<file path="config.mk">
export PLATFORM = sky130hd
export DESIGN_NAME = axi_port_merge
export DESIGN_NICKNAME = d
export VERILOG_FILES = /design/src/hw/port_map_pkg.sv /design/src/hw/addr_chan_if.sv /design/src/hw/addr_arbiter.sv /design/src/hw/axi_port_merge.sv /design/src/hw/resp_router.sv /design/src/hw/w_channel_router.sv
export VERILOG_INCLUDE_DIRS = /design/src /design/src/include
export SDC_FILE = /design/constraint.sdc
export NUM_CORES = 1
export LEC_CHECK = 0
export BUFFER_PORTS_ARGS = -buffer_cell sky130_fd_sc_hd__buf_4
export CORE_AREA = 2 2 386 388
export CTS_BUF_LIST = sky130_fd_sc_hd__clkbuf_4
export DETAILED_ROUTE_END_ITERATION = 7
export DIE_AREA = 0 0 388 390
export HOLD_SLACK_MARGIN = 0.08
export PLACE_DENSITY = 0.3
export SYNTH_ARGS = -nofsm -noshare
export SYNTH_HDL_FRONTEND = slang
export SYNTH_SLANG_ARGS = --single-unit
</file>
<file path="constraint.sdc">
create_clock -name clk_i -period 6.3 [get_ports clk_i]
set_input_delay 1.26 -clock clk_i [delete_from_list [all_inputs] [get_ports clk_i]]
set_output_delay 1.26 -clock clk_i [all_outputs]
set_load 0.02 [all_outputs]
</file>
<file path="src/include/merge_params.svh">
/*
 * Width and depth settings for the memory-side port merge.
 * Include wherever a bus field or the write-source FIFO is sized.
 */
`ifndef MERGE_PARAMS_SVH
`define MERGE_PARAMS_SVH

`define MERGE_ADDR_W  32
`define MERGE_DATA_W  64   // strb is MERGE_DATA_W/8
`define MERGE_ID_W    4
`define MERGE_LEN_W   8
`define MERGE_RESP_W  2

// icache, bypass, dcache
`define MERGE_N_SRC   3

// one more than the blocking masters can keep in flight
`define MERGE_W_DEPTH 4

`endif

</file>
<file path="src/hw/port_map_pkg.sv">
/*
 * Source encoding of the merged port's ID.
 * The top two ID bits name the master, the rest is the bypass sub-ID.
 */
`include "merge_params.svh"

package port_map_pkg;

    // source codes carried in id[3:2], code 01 reserved
    localparam logic [1:0] SRC_CODE_ICACHE = 2'b00;
    localparam logic [1:0] SRC_CODE_BYPASS = 2'b10;
    localparam logic [1:0] SRC_CODE_DCACHE = 2'b11;

    // position of each master in the per-source port arrays
    localparam logic [1:0] SRC_ICACHE = 2'd0;
    localparam logic [1:0] SRC_BYPASS = 2'd1;
    localparam logic [1:0] SRC_DCACHE = 2'd2;

    typedef struct packed {
        logic [1:0]              src;  // source code
        logic [`MERGE_ID_W-3:0]  sub;  // bypass sub-ID
    } port_id_fields_t;

    typedef union packed {
        logic [`MERGE_ID_W-1:0] raw;
        port_id_fields_t        fields;
    } port_id_u;

    function automatic logic [1:0] source_of(input logic [1:0] code);
        case (code)
            SRC_CODE_BYPASS: return SRC_BYPASS;
            SRC_CODE_ICACHE: return SRC_ICACHE;
            SRC_CODE_DCACHE: return SRC_DCACHE;
            default:         return SRC_DCACHE;  // reserved code lands on dcache
        endcase
    endfunction

endpackage

</file>
<file path="src/hw/addr_chan_if.sv">
/*
 * One merged AR or AW channel between an arbiter and its consumer.
 * The write router listens in through the monitor view.
 */
`timescale 1ns/1ps
`include "merge_params.svh"

interface addr_chan_if;

    logic                    valid;
    logic                    ready;
    logic [`MERGE_ID_W-1:0]  id;
    logic [`MERGE_ADDR_W-1:0] addr;
    logic [`MERGE_LEN_W-1:0] len;

    modport arb (output valid, id, addr, len, input ready);

    modport consumer (input valid, id, addr, len, output ready);

    // passive view, sees handshakes only
    modport monitor (input valid, ready, id, addr, len);

endinterface

</file>
<file path="src/hw/addr_arbiter.sv">
/*
 * Round-robin arbiter for one address channel of the three masters.
 * A shown request keeps its grant until the consumer takes it.
 */
`timescale 1ns/1ps
`include "merge_params.svh"

module addr_arbiter (
    input  logic                                        clk_i,
    input  logic                                        reset_i,
    input  logic [`MERGE_N_SRC-1:0]                     req_valid_i,
    input  logic [`MERGE_N_SRC-1:0][`MERGE_ID_W-1:0]    req_id_i,
    input  logic [`MERGE_N_SRC-1:0][`MERGE_ADDR_W-1:0]  req_addr_i,
    input  logic [`MERGE_N_SRC-1:0][`MERGE_LEN_W-1:0]   req_len_i,
    output logic [`MERGE_N_SRC-1:0]                     req_ready_o,
    addr_chan_if.arb                                    out
);

    localparam int unsigned N_SRC = `MERGE_N_SRC;
    localparam int unsigned IDX_W = $clog2(N_SRC);

    logic [IDX_W-1:0] ptr_q;       // first source to look at
    logic             lock_q;
    logic [IDX_W-1:0] lock_idx_q;
    logic [IDX_W-1:0] rr_idx;
    logic             rr_found;
    logic [IDX_W-1:0] grant;
    logic             handshake;

    // --------------------------------------------------
    // pick the first requester at or after the pointer
    // --------------------------------------------------
    always_comb begin
        int unsigned cand;
        rr_idx   = ptr_q;
        rr_found = 1'b0;
        cand     = 0;
        for (int unsigned k = 0; k < N_SRC; k++) begin
            cand = (32'(ptr_q) + k) % N_SRC;
            if (!rr_found && req_valid_i[cand]) begin
                rr_idx   = IDX_W'(cand);
                rr_found = 1'b1;
            end
        end
    end

    assign grant     = lock_q ? lock_idx_q : rr_idx;
    assign out.valid = lock_q ? req_valid_i[lock_idx_q] : rr_found;
    assign out.id    = req_id_i[grant];
    assign out.addr  = req_addr_i[grant];
    assign out.len   = req_len_i[grant];
    assign handshake = out.valid & out.ready;

    always_comb begin
        req_ready_o        = '0;
        req_ready_o[grant] = handshake;  // only the winner sees ready
    end

    always_ff @(posedge clk_i) begin
        if (reset_i) begin
            ptr_q      <= port_map_pkg::SRC_ICACHE;
            lock_q     <= 1'b0;
            lock_idx_q <= '0;
        end else if (handshake) begin
            lock_q <= 1'b0;
            ptr_q  <= (grant == IDX_W'(N_SRC - 1)) ? '0 : grant + 1'b1;
        end else if (out.valid) begin
            lock_q     <= 1'b1;  // stalled, freeze the choice
            lock_idx_q <= grant;
        end
    end

endmodule

</file>
<file path="src/hw/axi_port_merge.sv">
/*
 * Merges the icache, bypass and dcache AXI-style ports into one
 * memory port. Index s of every src_ field belongs to master s.
 */
`timescale 1ns/1ps
`include "merge_params.svh"

module axi_port_merge (
    input  logic                                          clk_i,
    input  logic                                          reset_i,
    // master side
    input  logic [`MERGE_N_SRC-1:0]                       src_ar_valid_i,
    input  logic [`MERGE_N_SRC-1:0][`MERGE_ID_W-1:0]      src_ar_id_i,
    input  logic [`MERGE_N_SRC-1:0][`MERGE_ADDR_W-1:0]    src_ar_addr_i,
    input  logic [`MERGE_N_SRC-1:0][`MERGE_LEN_W-1:0]     src_ar_len_i,
    output logic [`MERGE_N_SRC-1:0]                       src_ar_ready_o,
    input  logic [`MERGE_N_SRC-1:0]                       src_aw_valid_i,
    input  logic [`MERGE_N_SRC-1:0][`MERGE_ID_W-1:0]      src_aw_id_i,
    input  logic [`MERGE_N_SRC-1:0][`MERGE_ADDR_W-1:0]    src_aw_addr_i,
    input  logic [`MERGE_N_SRC-1:0][`MERGE_LEN_W-1:0]     src_aw_len_i,
    output logic [`MERGE_N_SRC-1:0]                       src_aw_ready_o,
    input  logic [`MERGE_N_SRC-1:0]                       src_w_valid_i,
    input  logic [`MERGE_N_SRC-1:0][`MERGE_DATA_W-1:0]    src_w_data_i,
    input  logic [`MERGE_N_SRC-1:0][`MERGE_DATA_W/8-1:0]  src_w_strb_i,
    input  logic [`MERGE_N_SRC-1:0]                       src_w_last_i,
    output logic [`MERGE_N_SRC-1:0]                       src_w_ready_o,
    output logic [`MERGE_N_SRC-1:0]                       src_r_valid_o,
    output logic [`MERGE_N_SRC-1:0][`MERGE_ID_W-1:0]      src_r_id_o,
    output logic [`MERGE_N_SRC-1:0][`MERGE_DATA_W-1:0]    src_r_data_o,
    output logic [`MERGE_N_SRC-1:0][`MERGE_RESP_W-1:0]    src_r_resp_o,
    output logic [`MERGE_N_SRC-1:0]                       src_r_last_o,
    input  logic [`MERGE_N_SRC-1:0]                       src_r_ready_i,
    output logic [`MERGE_N_SRC-1:0]                       src_b_valid_o,
    output logic [`MERGE_N_SRC-1:0][`MERGE_ID_W-1:0]      src_b_id_o,
    output logic [`MERGE_N_SRC-1:0][`MERGE_RESP_W-1:0]    src_b_resp_o,
    input  logic [`MERGE_N_SRC-1:0]                       src_b_ready_i,
    // memory side
    output logic                                          m_ar_valid_o,
    output logic [`MERGE_ID_W-1:0]                        m_ar_id_o,
    output logic [`MERGE_ADDR_W-1:0]                      m_ar_addr_o,
    output logic [`MERGE_LEN_W-1:0]                       m_ar_len_o,
    input  logic                                          m_ar_ready_i,
    output logic                                          m_aw_valid_o,
    output logic [`MERGE_ID_W-1:0]                        m_aw_id_o,
    output logic [`MERGE_ADDR_W-1:0]                      m_aw_addr_o,
    output logic [`MERGE_LEN_W-1:0]                       m_aw_len_o,
    input  logic                                          m_aw_ready_i,
    output logic                                          m_w_valid_o,
    output logic [`MERGE_DATA_W-1:0]                      m_w_data_o,
    output logic [`MERGE_DATA_W/8-1:0]                    m_w_strb_o,
    output logic                                          m_w_last_o,
    input  logic                                          m_w_ready_i,
    input  logic                                          m_r_valid_i,
    input  logic [`MERGE_ID_W-1:0]                        m_r_id_i,
    input  logic [`MERGE_DATA_W-1:0]                      m_r_data_i,
    input  logic [`MERGE_RESP_W-1:0]                      m_r_resp_i,
    input  logic                                          m_r_last_i,
    output logic                                          m_r_ready_o,
    input  logic                                          m_b_valid_i,
    input  logic [`MERGE_ID_W-1:0]                        m_b_id_i,
    input  logic [`MERGE_RESP_W-1:0]                      m_b_resp_i,
    output logic                                          m_b_ready_o
);

    logic w_fifo_full;

    addr_chan_if ar_chan ();
    addr_chan_if aw_chan ();

    // --------------------------------------------------
    // address channels
    // --------------------------------------------------
    addr_arbiter ar_arb (
        .clk_i       (clk_i),
        .reset_i     (reset_i),
        .req_valid_i (src_ar_valid_i),
        .req_id_i    (src_ar_id_i),
        .req_addr_i  (src_ar_addr_i),
        .req_len_i   (src_ar_len_i),
        .req_ready_o (src_ar_ready_o),
        .out         (ar_chan)
    );

    addr_arbiter aw_arb (
        .clk_i       (clk_i),
        .reset_i     (reset_i),
        .req_valid_i (src_aw_valid_i),
        .req_id_i    (src_aw_id_i),
        .req_addr_i  (src_aw_addr_i),
        .req_len_i   (src_aw_len_i),
        .req_ready_o (src_aw_ready_o),
        .out         (aw_chan)
    );

    assign ar_chan.ready = m_ar_ready_i;
    assign m_ar_valid_o  = ar_chan.valid;
    assign m_ar_id_o     = ar_chan.id;
    assign m_ar_addr_o   = ar_chan.addr;
    assign m_ar_len_o    = ar_chan.len;

    // a full source FIFO holds AW back on both sides of the handshake
    assign aw_chan.ready = m_aw_ready_i & ~w_fifo_full;
    assign m_aw_valid_o  = aw_chan.valid & ~w_fifo_full;
    assign m_aw_id_o     = aw_chan.id;
    assign m_aw_addr_o   = aw_chan.addr;
    assign m_aw_len_o    = aw_chan.len;

    // --------------------------------------------------
    // write data and responses
    // --------------------------------------------------
    w_channel_router w_router (
        .clk_i         (clk_i),
        .reset_i       (reset_i),
        .aw            (aw_chan),
        .src_w_valid_i (src_w_valid_i),
        .src_w_data_i  (src_w_data_i),
        .src_w_strb_i  (src_w_strb_i),
        .src_w_last_i  (src_w_last_i),
        .src_w_ready_o (src_w_ready_o),
        .m_w_valid_o   (m_w_valid_o),
        .m_w_data_o    (m_w_data_o),
        .m_w_strb_o    (m_w_strb_o),
        .m_w_last_o    (m_w_last_o),
        .m_w_ready_i   (m_w_ready_i),
        .fifo_full_o   (w_fifo_full)
    );

    resp_router r_b_router (
        .m_r_valid_i   (m_r_valid_i),
        .m_r_id_i      (m_r_id_i),
        .m_r_ready_o   (m_r_ready_o),
        .src_r_valid_o (src_r_valid_o),
        .src_r_ready_i (src_r_ready_i),
        .m_b_valid_i   (m_b_valid_i),
        .m_b_id_i      (m_b_id_i),
        .m_b_ready_o   (m_b_ready_o),
        .src_b_valid_o (src_b_valid_o),
        .src_b_ready_i (src_b_ready_i)
    );

    // payload goes to everyone, valid tells who owns it
    assign src_r_id_o   = {`MERGE_N_SRC{m_r_id_i}};
    assign src_r_data_o = {`MERGE_N_SRC{m_r_data_i}};
    assign src_r_resp_o = {`MERGE_N_SRC{m_r_resp_i}};
    assign src_r_last_o = {`MERGE_N_SRC{m_r_last_i}};
    assign src_b_id_o   = {`MERGE_N_SRC{m_b_id_i}};
    assign src_b_resp_o = {`MERGE_N_SRC{m_b_resp_i}};

endmodule

</file>
<file path="src/hw/resp_router.sv">
/*
 * Hands R and B responses back to the master named in the ID.
 * Purely combinational, payload fields are fanned out by the top.
 */
`timescale 1ns/1ps
`include "merge_params.svh"

module resp_router (
    input  logic                    m_r_valid_i,
    input  logic [`MERGE_ID_W-1:0]  m_r_id_i,
    output logic                    m_r_ready_o,
    output logic [`MERGE_N_SRC-1:0] src_r_valid_o,
    input  logic [`MERGE_N_SRC-1:0] src_r_ready_i,
    input  logic                    m_b_valid_i,
    input  logic [`MERGE_ID_W-1:0]  m_b_id_i,
    output logic                    m_b_ready_o,
    output logic [`MERGE_N_SRC-1:0] src_b_valid_o,
    input  logic [`MERGE_N_SRC-1:0] src_b_ready_i
);

    port_map_pkg::port_id_u r_id_u;
    port_map_pkg::port_id_u b_id_u;
    logic [1:0]             r_sel;
    logic [1:0]             b_sel;

    // one-hot valid toward the owning master
    function automatic logic [`MERGE_N_SRC-1:0] steer(input logic [1:0] sel,
                                                      input logic       valid);
        logic [`MERGE_N_SRC-1:0] onehot;
        onehot      = '0;
        onehot[sel] = valid;
        return onehot;
    endfunction

    assign r_id_u.raw = m_r_id_i;
    assign b_id_u.raw = m_b_id_i;
    assign r_sel      = port_map_pkg::source_of(r_id_u.fields.src);
    assign b_sel      = port_map_pkg::source_of(b_id_u.fields.src);

    assign src_r_valid_o = steer(r_sel, m_r_valid_i);
    assign m_r_ready_o   = src_r_ready_i[r_sel];  // owner decides

    assign src_b_valid_o = steer(b_sel, m_b_valid_i);
    assign m_b_ready_o   = src_b_ready_i[b_sel];

endmodule

</file>
<file path="src/hw/w_channel_router.sv">
/*
 * Write data steering for the merged port.
 * Each accepted AW pushes its master index, the FIFO head picks the
 * master whose W beats go out, and the last beat pops the entry.
 */
`timescale 1ns/1ps
`include "merge_params.svh"

module w_channel_router (
    input  logic                                          clk_i,
    input  logic                                          reset_i,
    addr_chan_if.monitor                                  aw,
    input  logic [`MERGE_N_SRC-1:0]                       src_w_valid_i,
    input  logic [`MERGE_N_SRC-1:0][`MERGE_DATA_W-1:0]    src_w_data_i,
    input  logic [`MERGE_N_SRC-1:0][`MERGE_DATA_W/8-1:0]  src_w_strb_i,
    input  logic [`MERGE_N_SRC-1:0]                       src_w_last_i,
    output logic [`MERGE_N_SRC-1:0]                       src_w_ready_o,
    output logic                                          m_w_valid_o,
    output logic [`MERGE_DATA_W-1:0]                      m_w_data_o,
    output logic [`MERGE_DATA_W/8-1:0]                    m_w_strb_o,
    output logic                                          m_w_last_o,
    input  logic                                          m_w_ready_i,
    output logic                                          fifo_full_o
);

    localparam int unsigned DEPTH = `MERGE_W_DEPTH;
    localparam int unsigned PTR_W = $clog2(DEPTH);
    localparam int unsigned CNT_W = $clog2(DEPTH + 1);

    logic [1:0]             src_mem [DEPTH];
    logic [PTR_W-1:0]       wr_ptr_q;
    logic [PTR_W-1:0]       rd_ptr_q;
    logic [CNT_W-1:0]       count_q;
    port_map_pkg::port_id_u aw_id_u;
    logic [1:0]             push_src;
    logic [1:0]             head_src;
    logic                   push;
    logic                   pop;
    logic                   empty;

    // --------------------------------------------------
    // source FIFO, registered so no beat passes with AW
    // --------------------------------------------------
    assign aw_id_u.raw = aw.id;
    assign push_src    = port_map_pkg::source_of(aw_id_u.fields.src);
    assign push        = aw.valid & aw.ready;
    assign pop         = m_w_valid_o & m_w_ready_i & m_w_last_o;  // burst done
    assign empty       = (count_q == '0);
    assign fifo_full_o = (count_q == CNT_W'(DEPTH));
    assign head_src    = src_mem[rd_ptr_q];

    always_ff @(posedge clk_i) begin
        if (push) begin
            src_mem[wr_ptr_q] <= push_src;
        end
    end

    always_ff @(posedge clk_i) begin
        if (reset_i) begin
            wr_ptr_q <= '0;
            rd_ptr_q <= '0;
            count_q  <= '0;
        end else begin
            if (push) begin
                wr_ptr_q <= (wr_ptr_q == PTR_W'(DEPTH - 1)) ? '0 : wr_ptr_q + 1'b1;
            end
            if (pop) begin
                rd_ptr_q <= (rd_ptr_q == PTR_W'(DEPTH - 1)) ? '0 : rd_ptr_q + 1'b1;
            end
            case ({push, pop})
                2'b10:   count_q <= count_q + 1'b1;
                2'b01:   count_q <= count_q - 1'b1;
                default: count_q <= count_q;
            endcase
        end
    end

    // --------------------------------------------------
    // W mux, closed while nothing is outstanding
    // --------------------------------------------------
    assign m_w_valid_o = ~empty & src_w_valid_i[head_src];
    assign m_w_data_o  = src_w_data_i[head_src];
    assign m_w_strb_o  = src_w_strb_i[head_src];
    assign m_w_last_o  = src_w_last_i[head_src];

    always_comb begin
        src_w_ready_o           = '0;
        src_w_ready_o[head_src] = ~empty & m_w_ready_i;
    end

endmodule

</file>
==> results of run 1 <==
-- state kept, by name (all words and copies together) (netlist names), named ones only --
name	cells
aw_arb.ptr_q	2
w_router.src_mem	8
ar_arb.lock_q	1
ar_arb.lock_idx_q	2
ar_arb.ptr_q	2
w_router.count_q	3
aw_arb.lock_q	1
w_router.wr_ptr_q	2
w_router.rd_ptr_q	2
aw_arb.lock_idx_q	2
-- power groups by stage --
stage          Clock (uW)  Sequential, uW  Combinational [uW]
2_1_floorplan           0             278                4810
5_1_grt               120             321                8750
6_report              100             312                8110
4_1_cts               117             314                8330
3_5_place_dp            0             318                8300
3_3_place_gp            0             320                8380
-- stage by stage --
| step | worst slack [ps] | cell area (um^2) | power [uW] | util (%) |
|---|---|---|---|---|
| global route | 807 | 15200 | 9200 | 10.3 |
| detailed placement | 1140 | 15200 | 8620 | 10.3 |
| global placement | 1190 | 15200 | 8700 | 10.3 |
| CTS | 1060 | 15200 | 8760 | 10.3 |
| finish | 1180 | 15200 | 8530 | 10.3 |
| floorplan | 1680 | 9370 | 5090 | - |
-- worst reg2reg max path, stage by stage, from the launching register on --
cell and delay (ps):
dfxtp_1 420, mux4_4 890, buf_12 280, o2bb2ai_1 660, nand3_1 360, inv_1 150, ha_1 190, inv_1 70
fa_1 380, xor2_1 160, or3_1 300, a21oi_1 130
-- final cells by class --
cell class,count,area [um^2]
Antenna cell,4,10.0
Sequential cell,27,624
Clock inverter,1,7.51
Clock buffer,3,22.5
Inverter,15,56.3
Multi-Input combinational cell,946,6510
Fill cell,17306,132000
Timing Repair Buffer,733,5570
Tap cell,1930,2410
-- how the worst max path moves through the flow --
stage                                 start               to  slack [ps]  cells past startpoint
6_report       ar_arb.ptr_q[0]$_SDFFE_PP0P_    m_ar_len_o[7]        1180                     10
4_1_cts        ar_arb.ptr_q[0]$_SDFFE_PP0P_    m_ar_len_o[7]        1060                     10
3_5_place_dp              src_aw_valid_i[1]     m_aw_id_o[2]        1140                      9
5_1_grt        ar_arb.ptr_q[0]$_SDFFE_PP0P_    m_ar_len_o[7]         810                     10
3_3_place_gp              src_ar_valid_i[0]   m_ar_addr_o[2]        1190                      9
2_1_floorplan             src_aw_valid_i[2]  m_aw_addr_o[12]        1680                      9
-- logic make-up after synthesis --
logic type | Yosys count | synth area share, %
xor+xnor | 2 | 0.187
simple gates | 446 | 23.9
mux | 135 | 15.3
buf+inv | 371 | 24.8
compound gates | 350 | 27.4
fa+ha+maj | 13 | 1.82
flops | 27 | 6.62
-- cell usage in the layout (no fill, tap or decap), drive strengths merged, types with 16 or more instances in the layout --
cell and instances:
a22o 44, a21oi 16, nor2 71, mux2 48, nor3b 47, nand2 135, buf 733, dfxtp 19
o21ai 128, a222oi 44, nor2b 57, a22oi 44, mux2i 85, a311oi 45, nand3 91
-- routing by layer --
layer	part of all wire (%)	routed length [um]	GRT usage, %
met1	41	32500	11.9
met2	46	36400	16.0
met3	11	8670	4.22
met4	1.9	1540	1.67
met5	0.20	155	0
==> run metrics, run 1 <==
outcome=finished clean; top post-synthesis cells by count=236 x buf_4, 135 x nand2_1, 127 x o21ai_0; I/O pin cnt=994; # placed instances=3651; Post-CTS Hold Buffers=0; Mean Syn Cell Area=6.97 um^2; GRT overflow=0; sequential fraction of design power=3.7%; top-area cell type share of the netlist area=18.9%; Psw=5190 uW; Syn Inst Count=1344; total CTS buffers=3; Total GRT Usage=9.76%; worst hold-check path type=reg2reg; period utilisation layout=81.3%; Post-synth EDFFs=8; CP max stage cell=a2bb2oi_4; CP endpoint kind=output port; post-CTS sizing=0; die width=388 um; endpoints failing setup=0; CTS clk-pin slew, worst paths=210 ps; Routed Antenna Nets=0; clock share of power=1.2%; CTS tree=built; Final Non-Filler Cells=3659; Nets=2321; H-tree levels=1; Cell variety after synth=62; CP Launch Type=register; register area share after synthesis=6.62%; vias in the first global route=11990; RSZ-0062 raised after global routing=false; R2R Path End=w_router.count_q[2]$_SDFFE_PP0P_; LEAKAGE=0.00620 uW; WHS Endpoint=w_router.rd_ptr_q[0]$_SDFFE_PP0P_; final WL=79300 um; First-pass DRT Iterations=6; CTS root buf=clkbuf_4; post-DR wirelength/cell=21.7 um; R2R setup slack=2250 ps; FFs w/ async S/R, synth=0%; PwrDens=560 nW/um^2; Clock Latency Late Sink=400 ps; hpwl dp=67600 um; initial antenna violation count=34; count leader, synth=buf_4; die height=390 um; Slew Viols, Final=0; actual slew at the worst max-slew pin=904 ps; CP most frequent cell=buf_4; crit path kind=reg2out; Initial Utilization=6.37%; # rows=141; PortBufs=701; combinational fraction of design power=95.2%; top cells by area, synth=buf_4 19%, mux2i_1 9.1%, o21ai_0 6.8%; R2R cell count=11; DIE AREA=151000 um^2; hold_ws=512 ps; critical path required time=5040 ps; crit-path cells=inv_1 -> ha_1 -> a221oi_1 -> a32oi_2 -> nor2_1 -> a311oi_2 -> a2bb2oi_4 -> buf_4 -> a22o_1 -> buf_4; worst path bufs/invs=3; pin count of the biggest net entering global routing=95; Final min period=5120 ps; Net Sw Frac=60.9%; hold path cells=2; relative slew slack=39.7%; Yosys warning total=0; ys flop type=dfxtp_1; DR DRC count=0; min-delay src=w_router.rd_ptr_q[0]$_SDFFE_PP0P_; starting DRC count in detailed routing=782; Synth Net Count=1939; CORE AREA=147000 um^2; fraction of layout cells with a size suffix above 1=47.0%; Post-CTS Setup Bufs=0; setup TNS=0 ps; vias per std cell=3.26; vias post-DR=11938; Worst Clk Skew=14.0 ps; synthesized cell area=9370 um^2; clock tree buffer depth=2; worst-path maximum fanout=22; CP Data Arrival Time=3860 ps; fmax=195 MHz; first-pass GRT wire length=104000 um; gp weighted congestion=0.763; Num Clock Sinks=27; Max Cap Viol=0; Hold Fails Final Rpt=0; worst stage delay on the critical path=630 ps; cell taking the most area after synthesis=buf_4; P&R area growth vs syn=62.3%; CP delay by family, top=compound AO/OA/AOI/OAI gates; Max VDD drop=0.000316 V; P_int=3330 uW; Yosys reg bits=27
Power figures use the tool's default switching activity.
==> run 2, diff against run 1 <==
--- a/config.mk
+++ b/config.mk
@@ -6,11 +6,12 @@
 export SDC_FILE = /design/constraint.sdc
 export NUM_CORES = 1
 export LEC_CHECK = 0
+export ABC_AREA = 1
 export BUFFER_PORTS_ARGS = -buffer_cell sky130_fd_sc_hd__buf_4
-export CORE_AREA = 2 2 386 388
+export CORE_AREA = 2 2 382 384
 export CTS_BUF_LIST = sky130_fd_sc_hd__clkbuf_4
 export DETAILED_ROUTE_END_ITERATION = 7
-export DIE_AREA = 0 0 388 390
+export DIE_AREA = 0 0 384 386
 export HOLD_SLACK_MARGIN = 0.08
 export PLACE_DENSITY = 0.3
 export SYNTH_ARGS = -nofsm -noshare
==> constraint.sdc (replaced) <==
create_clock -name clk_i -period 5.1 [get_ports clk_i]
set_input_delay 1.02 -clock clk_i [delete_from_list [all_inputs] [get_ports clk_i]]
set_output_delay 1.02 -clock clk_i [all_outputs]
set_load 0.02 [all_outputs]
==> run metrics, run 2 <==
outcome=finished clean; biggest regs=w_router.src_mem: 8 flops, w_router.count_q: 3 flops; die height=386 um; top cells by area, synth=buf_4 26%, nand3_1 26%, nand2_1 21%; hold path cells=2; Synth Area in Compound Gates=3.63%; cell taking the most area after synthesis=buf_4; fraction of layout cells with a size suffix above 1=44.3%; initial antenna violation count=34; worst setup margin=497 ps; Area after DPL=12800 um^2; Post-CTS Hold Buffers=0; I/O pin cnt=994; Adder-Cell Fraction of Synth Area=2.46%; fin area=12900 um^2; CP endpoint kind=output port; CP most frequent cell=nand2_1; Syn Inst Count=1259; Slew Viols, Final=0; CP Launch Type=register; gp weighted congestion=0.846; Synth Net Count=1854; die width=384 um; Max Cap Viol=0; total CTS buffers=3; CP Data Arrival Time=3580 ps; final WL=67300 um; CTS root buf=clkbuf_4; most frequent cells in the layout=726 x buf_4, 389 x nand2_1, 354 x nand3_1; pre-CTS setup slack=531 ps; R2R cell count=17; worst-path maximum fanout=44; DIE AREA=148000 um^2; crit-path cells=inv_1 -> ha_1 -> inv_1 -> nand2_1 -> nand3_1 -> nand2_1 -> nand3_2 -> o21ai_0 -> o21bai_4 -> nor2_8 -> nand2_1 -> nand3_1 -> buf_4; FFs w/ async S/R, synth=0%; Post-CTS Setup Bufs=0; # rows=140; worst path bufs/invs=3; CTS clk-pin slew, worst paths=210 ps; top-area cell type share of the netlist area=25.6%; Hold Fails Final Rpt=0; max reg flops=8; Mean Syn Cell Area=5.50 um^2; GRT overflow=0; Yosys warning total=0; count leader, synth=nand2_1; Final min period=4600 ps; period utilisation layout=90.3%; Clock Latency Late Sink=400 ps; CTS tree=built; Nets=2290; hpwl dp=60100 um; Stages on worst setup path=13; post-CTS sizing=0; worst stage delay on the critical path=630 ps; Worst setup endpoint=m_ar_addr_o[23]; clock tree buffer depth=2; Post-synth EDFFs=8; First-pass DRT Iterations=5; Initial Utilization=4.79%; Total GRT Usage=8.47%; ys flop type=dfxtp_1; P&R area growth vs syn=85.7%; Routed Antenna Nets=0; endpoints failing setup=0; CORE AREA=145000 um^2; CP delay by family, top=simple AND/OR/NAND/NOR gates; synthesized cell area=6920 um^2; Yosys reg bits=27; Worst Clk Skew=22.5 ps; CP max stage cell=nor2_8; actual slew at the worst max-slew pin=730 ps; most common cell after layout, fill and taps aside=buf_4; pin count of the biggest net entering global routing=53; setup TNS=0 ps; starting DRC count in detailed routing=332; first-pass GRT wire length=86600 um; DR DRC count=0; H-tree levels=1; Cell variety after synth=29; post-DR wirelength/cell=18.6 um; worst hold-check path type=reg2reg; mux contribution to synthesized area=0%; Max VDD drop=0.000469 V; vias in the first global route=10180; post-layout total power=11300 uW; critical path required time=4080 ps; register area share after synthesis=8.97%; Num Clock Sinks=27; Post-Synth XOR/XNOR Area=0%; relative slew slack=51.2%; LEAKAGE=0.00598 uW; vias per std cell=2.78; largest register by flop count=w_router.src_mem; RSZ-0062 raised after global routing=false; PortBufs=701; crit path kind=reg2out; R2R setup slack=1720 ps; simple logic cell fraction of the synthesized area=50.8%; PwrDens=879 nW/um^2; R2R Path End=w_router.count_q[2]$_SDFFE_PP0P_; vias post-DR=10048; fmax=217 MHz; top post-synthesis cells by count=392 x nand2_1, 354 x nand3_1, 236 x buf_4; largest family of logic cells by synthesized area=simple AND/OR/NAND/NOR gates; worst setup path startpoint=ar_arb.ptr_q[0]$_SDFFE_PP0P_
run 2: cell type report:
class / count / area (um^2)
sequential: 27 / 621
clock buffer: 3 / 22.5
tap: 1917 / 2400
fill: 17274 / 132000
timing repair buffer: 730 / 5530
inverter: 71 / 272
clock inverter: 1 / 7.51
antenna: 8 / 20.0
multi-input combinational: 862 / 3980
run 2: kinds of logic after synthesis:
logic type / count (synthesis)
buf+inv: 370
flops: 27
simple gates: 802
fa+ha+maj: 13
compound gates: 47
run 2: tightest hold or removal path, cell delays in order (launching register included):
cell and delay (ps):
dfxtp_1 380, nand2_1 70, a21oi_1 50
run 2: worst min-delay path by stage:
stage	from	slack [ps]	to
detailed placement	ar_arb.ptr_q[1]$_SDFFE_PP0P_	490	ar_arb.ptr_q[1]$_SDFFE_PP0P_
global placement	ar_arb.ptr_q[1]$_SDFFE_PP0P_	490	ar_arb.ptr_q[1]$_SDFFE_PP0P_
global route	ar_arb.ptr_q[1]$_SDFFE_PP0P_	550	ar_arb.ptr_q[1]$_SDFFE_PP0P_
finish	ar_arb.ptr_q[1]$_SDFFE_PP0P_	510	ar_arb.ptr_q[1]$_SDFFE_PP0P_
CTS	ar_arb.ptr_q[1]$_SDFFE_PP0P_	520	ar_arb.ptr_q[1]$_SDFFE_PP0P_
floorplan	ar_arb.ptr_q[1]$_SDFFE_PP0P_	460	ar_arb.ptr_q[1]$_SDFFE_PP0P_
run 2: power by group:
part	internal [uW]	switching (uW)	leakage (uW)
logic	3650	7130	0.00574
registers	323	67.1	0.000230
clock network	30.3	91.8	0.0000140
run 2: routing by layer:
| metal | part of all wire, % | global-route usage (%) |
|---|---|---|
| met1 | 36 | 9.11 |
| met3 | 11 | 3.86 |
| met5 | 0.20 | 0.585 |
| met2 | 49 | 14.8 |
| met4 | 3.0 | 2.34 |
run 2: per-stage QoR:
stage / hold WS [ps] / utilization (%) / cells
after CTS: 519 / 8.88 / 3611
after global routing: 555 / 8.89 / 3617
after floorplan: 456 / - / 1259
after global placement: 491 / 8.86 / 3607
after detailed placement: 493 / 8.86 / 3607
final: 513 / 8.89 / 3619
==> run 3, diff against run 2 <==
--- a/config.mk
+++ b/config.mk
@@ -14,6 +14,7 @@
 export DIE_AREA = 0 0 384 386
 export HOLD_SLACK_MARGIN = 0.08
 export PLACE_DENSITY = 0.3
+export RECOVER_POWER = 50
 export SYNTH_ARGS = -nofsm -noshare
 export SYNTH_HDL_FRONTEND = slang
 export SYNTH_SLANG_ARGS = --single-unit
==> run metrics, run 3 (same netlist as run 2, synthesis figures left out) <==
CTS clk-pin slew, worst paths=210 ps; post-DR wirelength/cell=18.6 um; final WL=67400 um; CP Launch Type=register; DIE AREA=148000 um^2; Hold Fails Final Rpt=0; Nets=2290; combinational fraction of design power=95.5%; Worst Clk Skew=22.5 ps; R2R Path End=w_router.count_q[2]$_SDFFE_PP0P_; CORE AREA=145000 um^2; Total GRT Usage=8.47%; period utilisation layout=90.3%; Post-CTS Setup Bufs=0; outcome=finished clean; vias per std cell=2.78; total CTS buffers=3; fraction of layout cells with a size suffix above 1=44.2%; WHS Endpoint=ar_arb.ptr_q[1]$_SDFFE_PP0P_; I/O pin cnt=994; die width=384 um; CP Data Arrival Time=3580 ps; Clock Latency Late Sink=400 ps; starting DRC count in detailed routing=340; Slew Viols, Final=0; clock tree buffer depth=2; biggest regs=w_router.src_mem: 8 flops, w_router.count_q: 3 flops; LEAKAGE=0.00597 uW; setup TNS=0 ps; CP max stage cell=nor2_8; sequential fraction of design power=3.4%; R2R cell count=17; P&R area growth vs syn=85.6%; endpoints failing setup=0; hold path cells=2; actual slew at the worst max-slew pin=726 ps; DR DRC count=0; gp weighted congestion=0.846; min-delay src=ar_arb.ptr_q[1]$_SDFFE_PP0P_; vias post-DR=10052; vias in the first global route=10180; max reg flops=8; clock share of power=1.1%; largest register by flop count=w_router.src_mem; H-tree levels=1; GRT overflow=0; Initial Utilization=4.79%; PwrDens=880 nW/um^2; First-pass DRT Iterations=5; worst-path maximum fanout=44; most frequent cells in the layout=723 x buf_4, 389 x nand2_1, 354 x nand3_1; first-pass GRT wire length=86600 um; CTS tree=built; Psw=7290 uW; Max Cap Viol=0; hold_ws=513 ps; worst hold-check path type=reg2reg; Max VDD drop=0.000469 V; initial antenna violation count=34; CP endpoint kind=output port; relative slew slack=51.5%; crit path kind=reg2out; Num Clock Sinks=27; critical path required time=4080 ps; RSZ-0062 raised after global routing=false; crit-path cells=inv_1 -> ha_1 -> inv_1 -> nand2_1 -> nand3_1 -> nand2_1 -> nand3_2 -> o21ai_0 -> o21bai_4 -> nor2_8 -> nand2_1 -> nand3_1 -> buf_4; hpwl dp=60100 um; R2R setup slack=1710 ps; PortBufs=701; Layout Utilization=8.89%; pin count of the biggest net entering global routing=53; # rows=140; Final min period=4600 ps; die height=386 um; Routed Antenna Nets=0; CTS root buf=clkbuf_4; worst stage delay on the critical path=630 ps; Net Sw Frac=64.6%; most common cell after layout, fill and taps aside=buf_4; fmax=217 MHz; P_int=4000 uW; CP most frequent cell=nand2_1
==> run 3: per-stage QoR <==
| step | setup WS, ps | instances | power (uW) | cell area, um^2 |
|---|---|---|---|---|
| floorplan | 1500 | 1259 | 6410 | 6920 |
| global placement | 508 | 3607 | 11600 | 12800 |
| detailed placement | 531 | 3607 | 11600 | 12800 |
| CTS | 177 | 3611 | 11700 | 12800 |
| global route | 102 | 3617 | 12400 | 12800 |
| finish | 496 | 3619 | 11300 | 12800 |
==> run 3: final cells by class <==
type / instances / area, um^2
Fill cell: 17278 / 132000
Timing Repair Buffer: 730 / 5520
Multi-Input combinational cell: 862 / 3980
Tap cell: 1917 / 2400
Sequential cell: 27 / 621
Inverter: 71 / 272
Clock buffer: 3 / 22.5
Antenna cell: 8 / 20.0
Clock inverter: 1 / 7.51
==> run 3: per-layer routing <==
metal / routed length [um] / track usage, %
met3: 7400 / 3.86
met2: 33200 / 14.8
met5: 134 / 0.585
met1: 24600 / 9.11
met4: 2000 / 2.34
==> run 3: worst max path at each step <==
| stage | slack, ps | from | to |
|---|---|---|---|
| 6_report | 500 | ar_arb.ptr_q[0]$_SDFFE_PP0P_ | m_ar_addr_o[23] |
| 5_1_grt | 100 | ar_arb.ptr_q[0]$_SDFFE_PP0P_ | m_ar_addr_o[23] |
| 4_1_cts | 180 | aw_arb.ptr_q[0]$_SDFFE_PP0P_ | m_aw_addr_o[1] |
| 3_5_place_dp | 530 | src_aw_valid_i[1] | m_aw_addr_o[29] |
| 3_3_place_gp | 510 | src_aw_valid_i[0] | m_aw_id_o[0] |
| 2_1_floorplan | 1500 | src_ar_valid_i[0] | src_ar_ready_o[2] |
==> run 3: timing repair <==
item,CTS,global route
endpoints found under the hold margin,0,0
hold buffers,0,0
gates resized for setup,0,1
setup endpoints to repair,0,23
==> run 3: power by group through the flow <==
| stage | logic, uW | registers (uW) | clock network (uW) |
|---|---|---|---|
| 6_report | 10800 | 390 | 122 |
| 5_1_grt | 11800 | 402 | 143 |
| 4_1_cts | 11200 | 394 | 138 |
| 3_5_place_dp | 11200 | 400 | 0 |
| 3_3_place_gp | 11200 | 402 | 0 |
| 2_1_floorplan | 6040 | 366 | 0 |
==> run 3: worst max-delay path, delay by kind of cell, from the launching register on <==
kind,cells,cell delay [ps]
and+or+nand+nor,7,1310
AOI/OAI and AO/OA,2,710
adders and majority gates,1,350
buffers and inverters,3,310
DFF,1,430
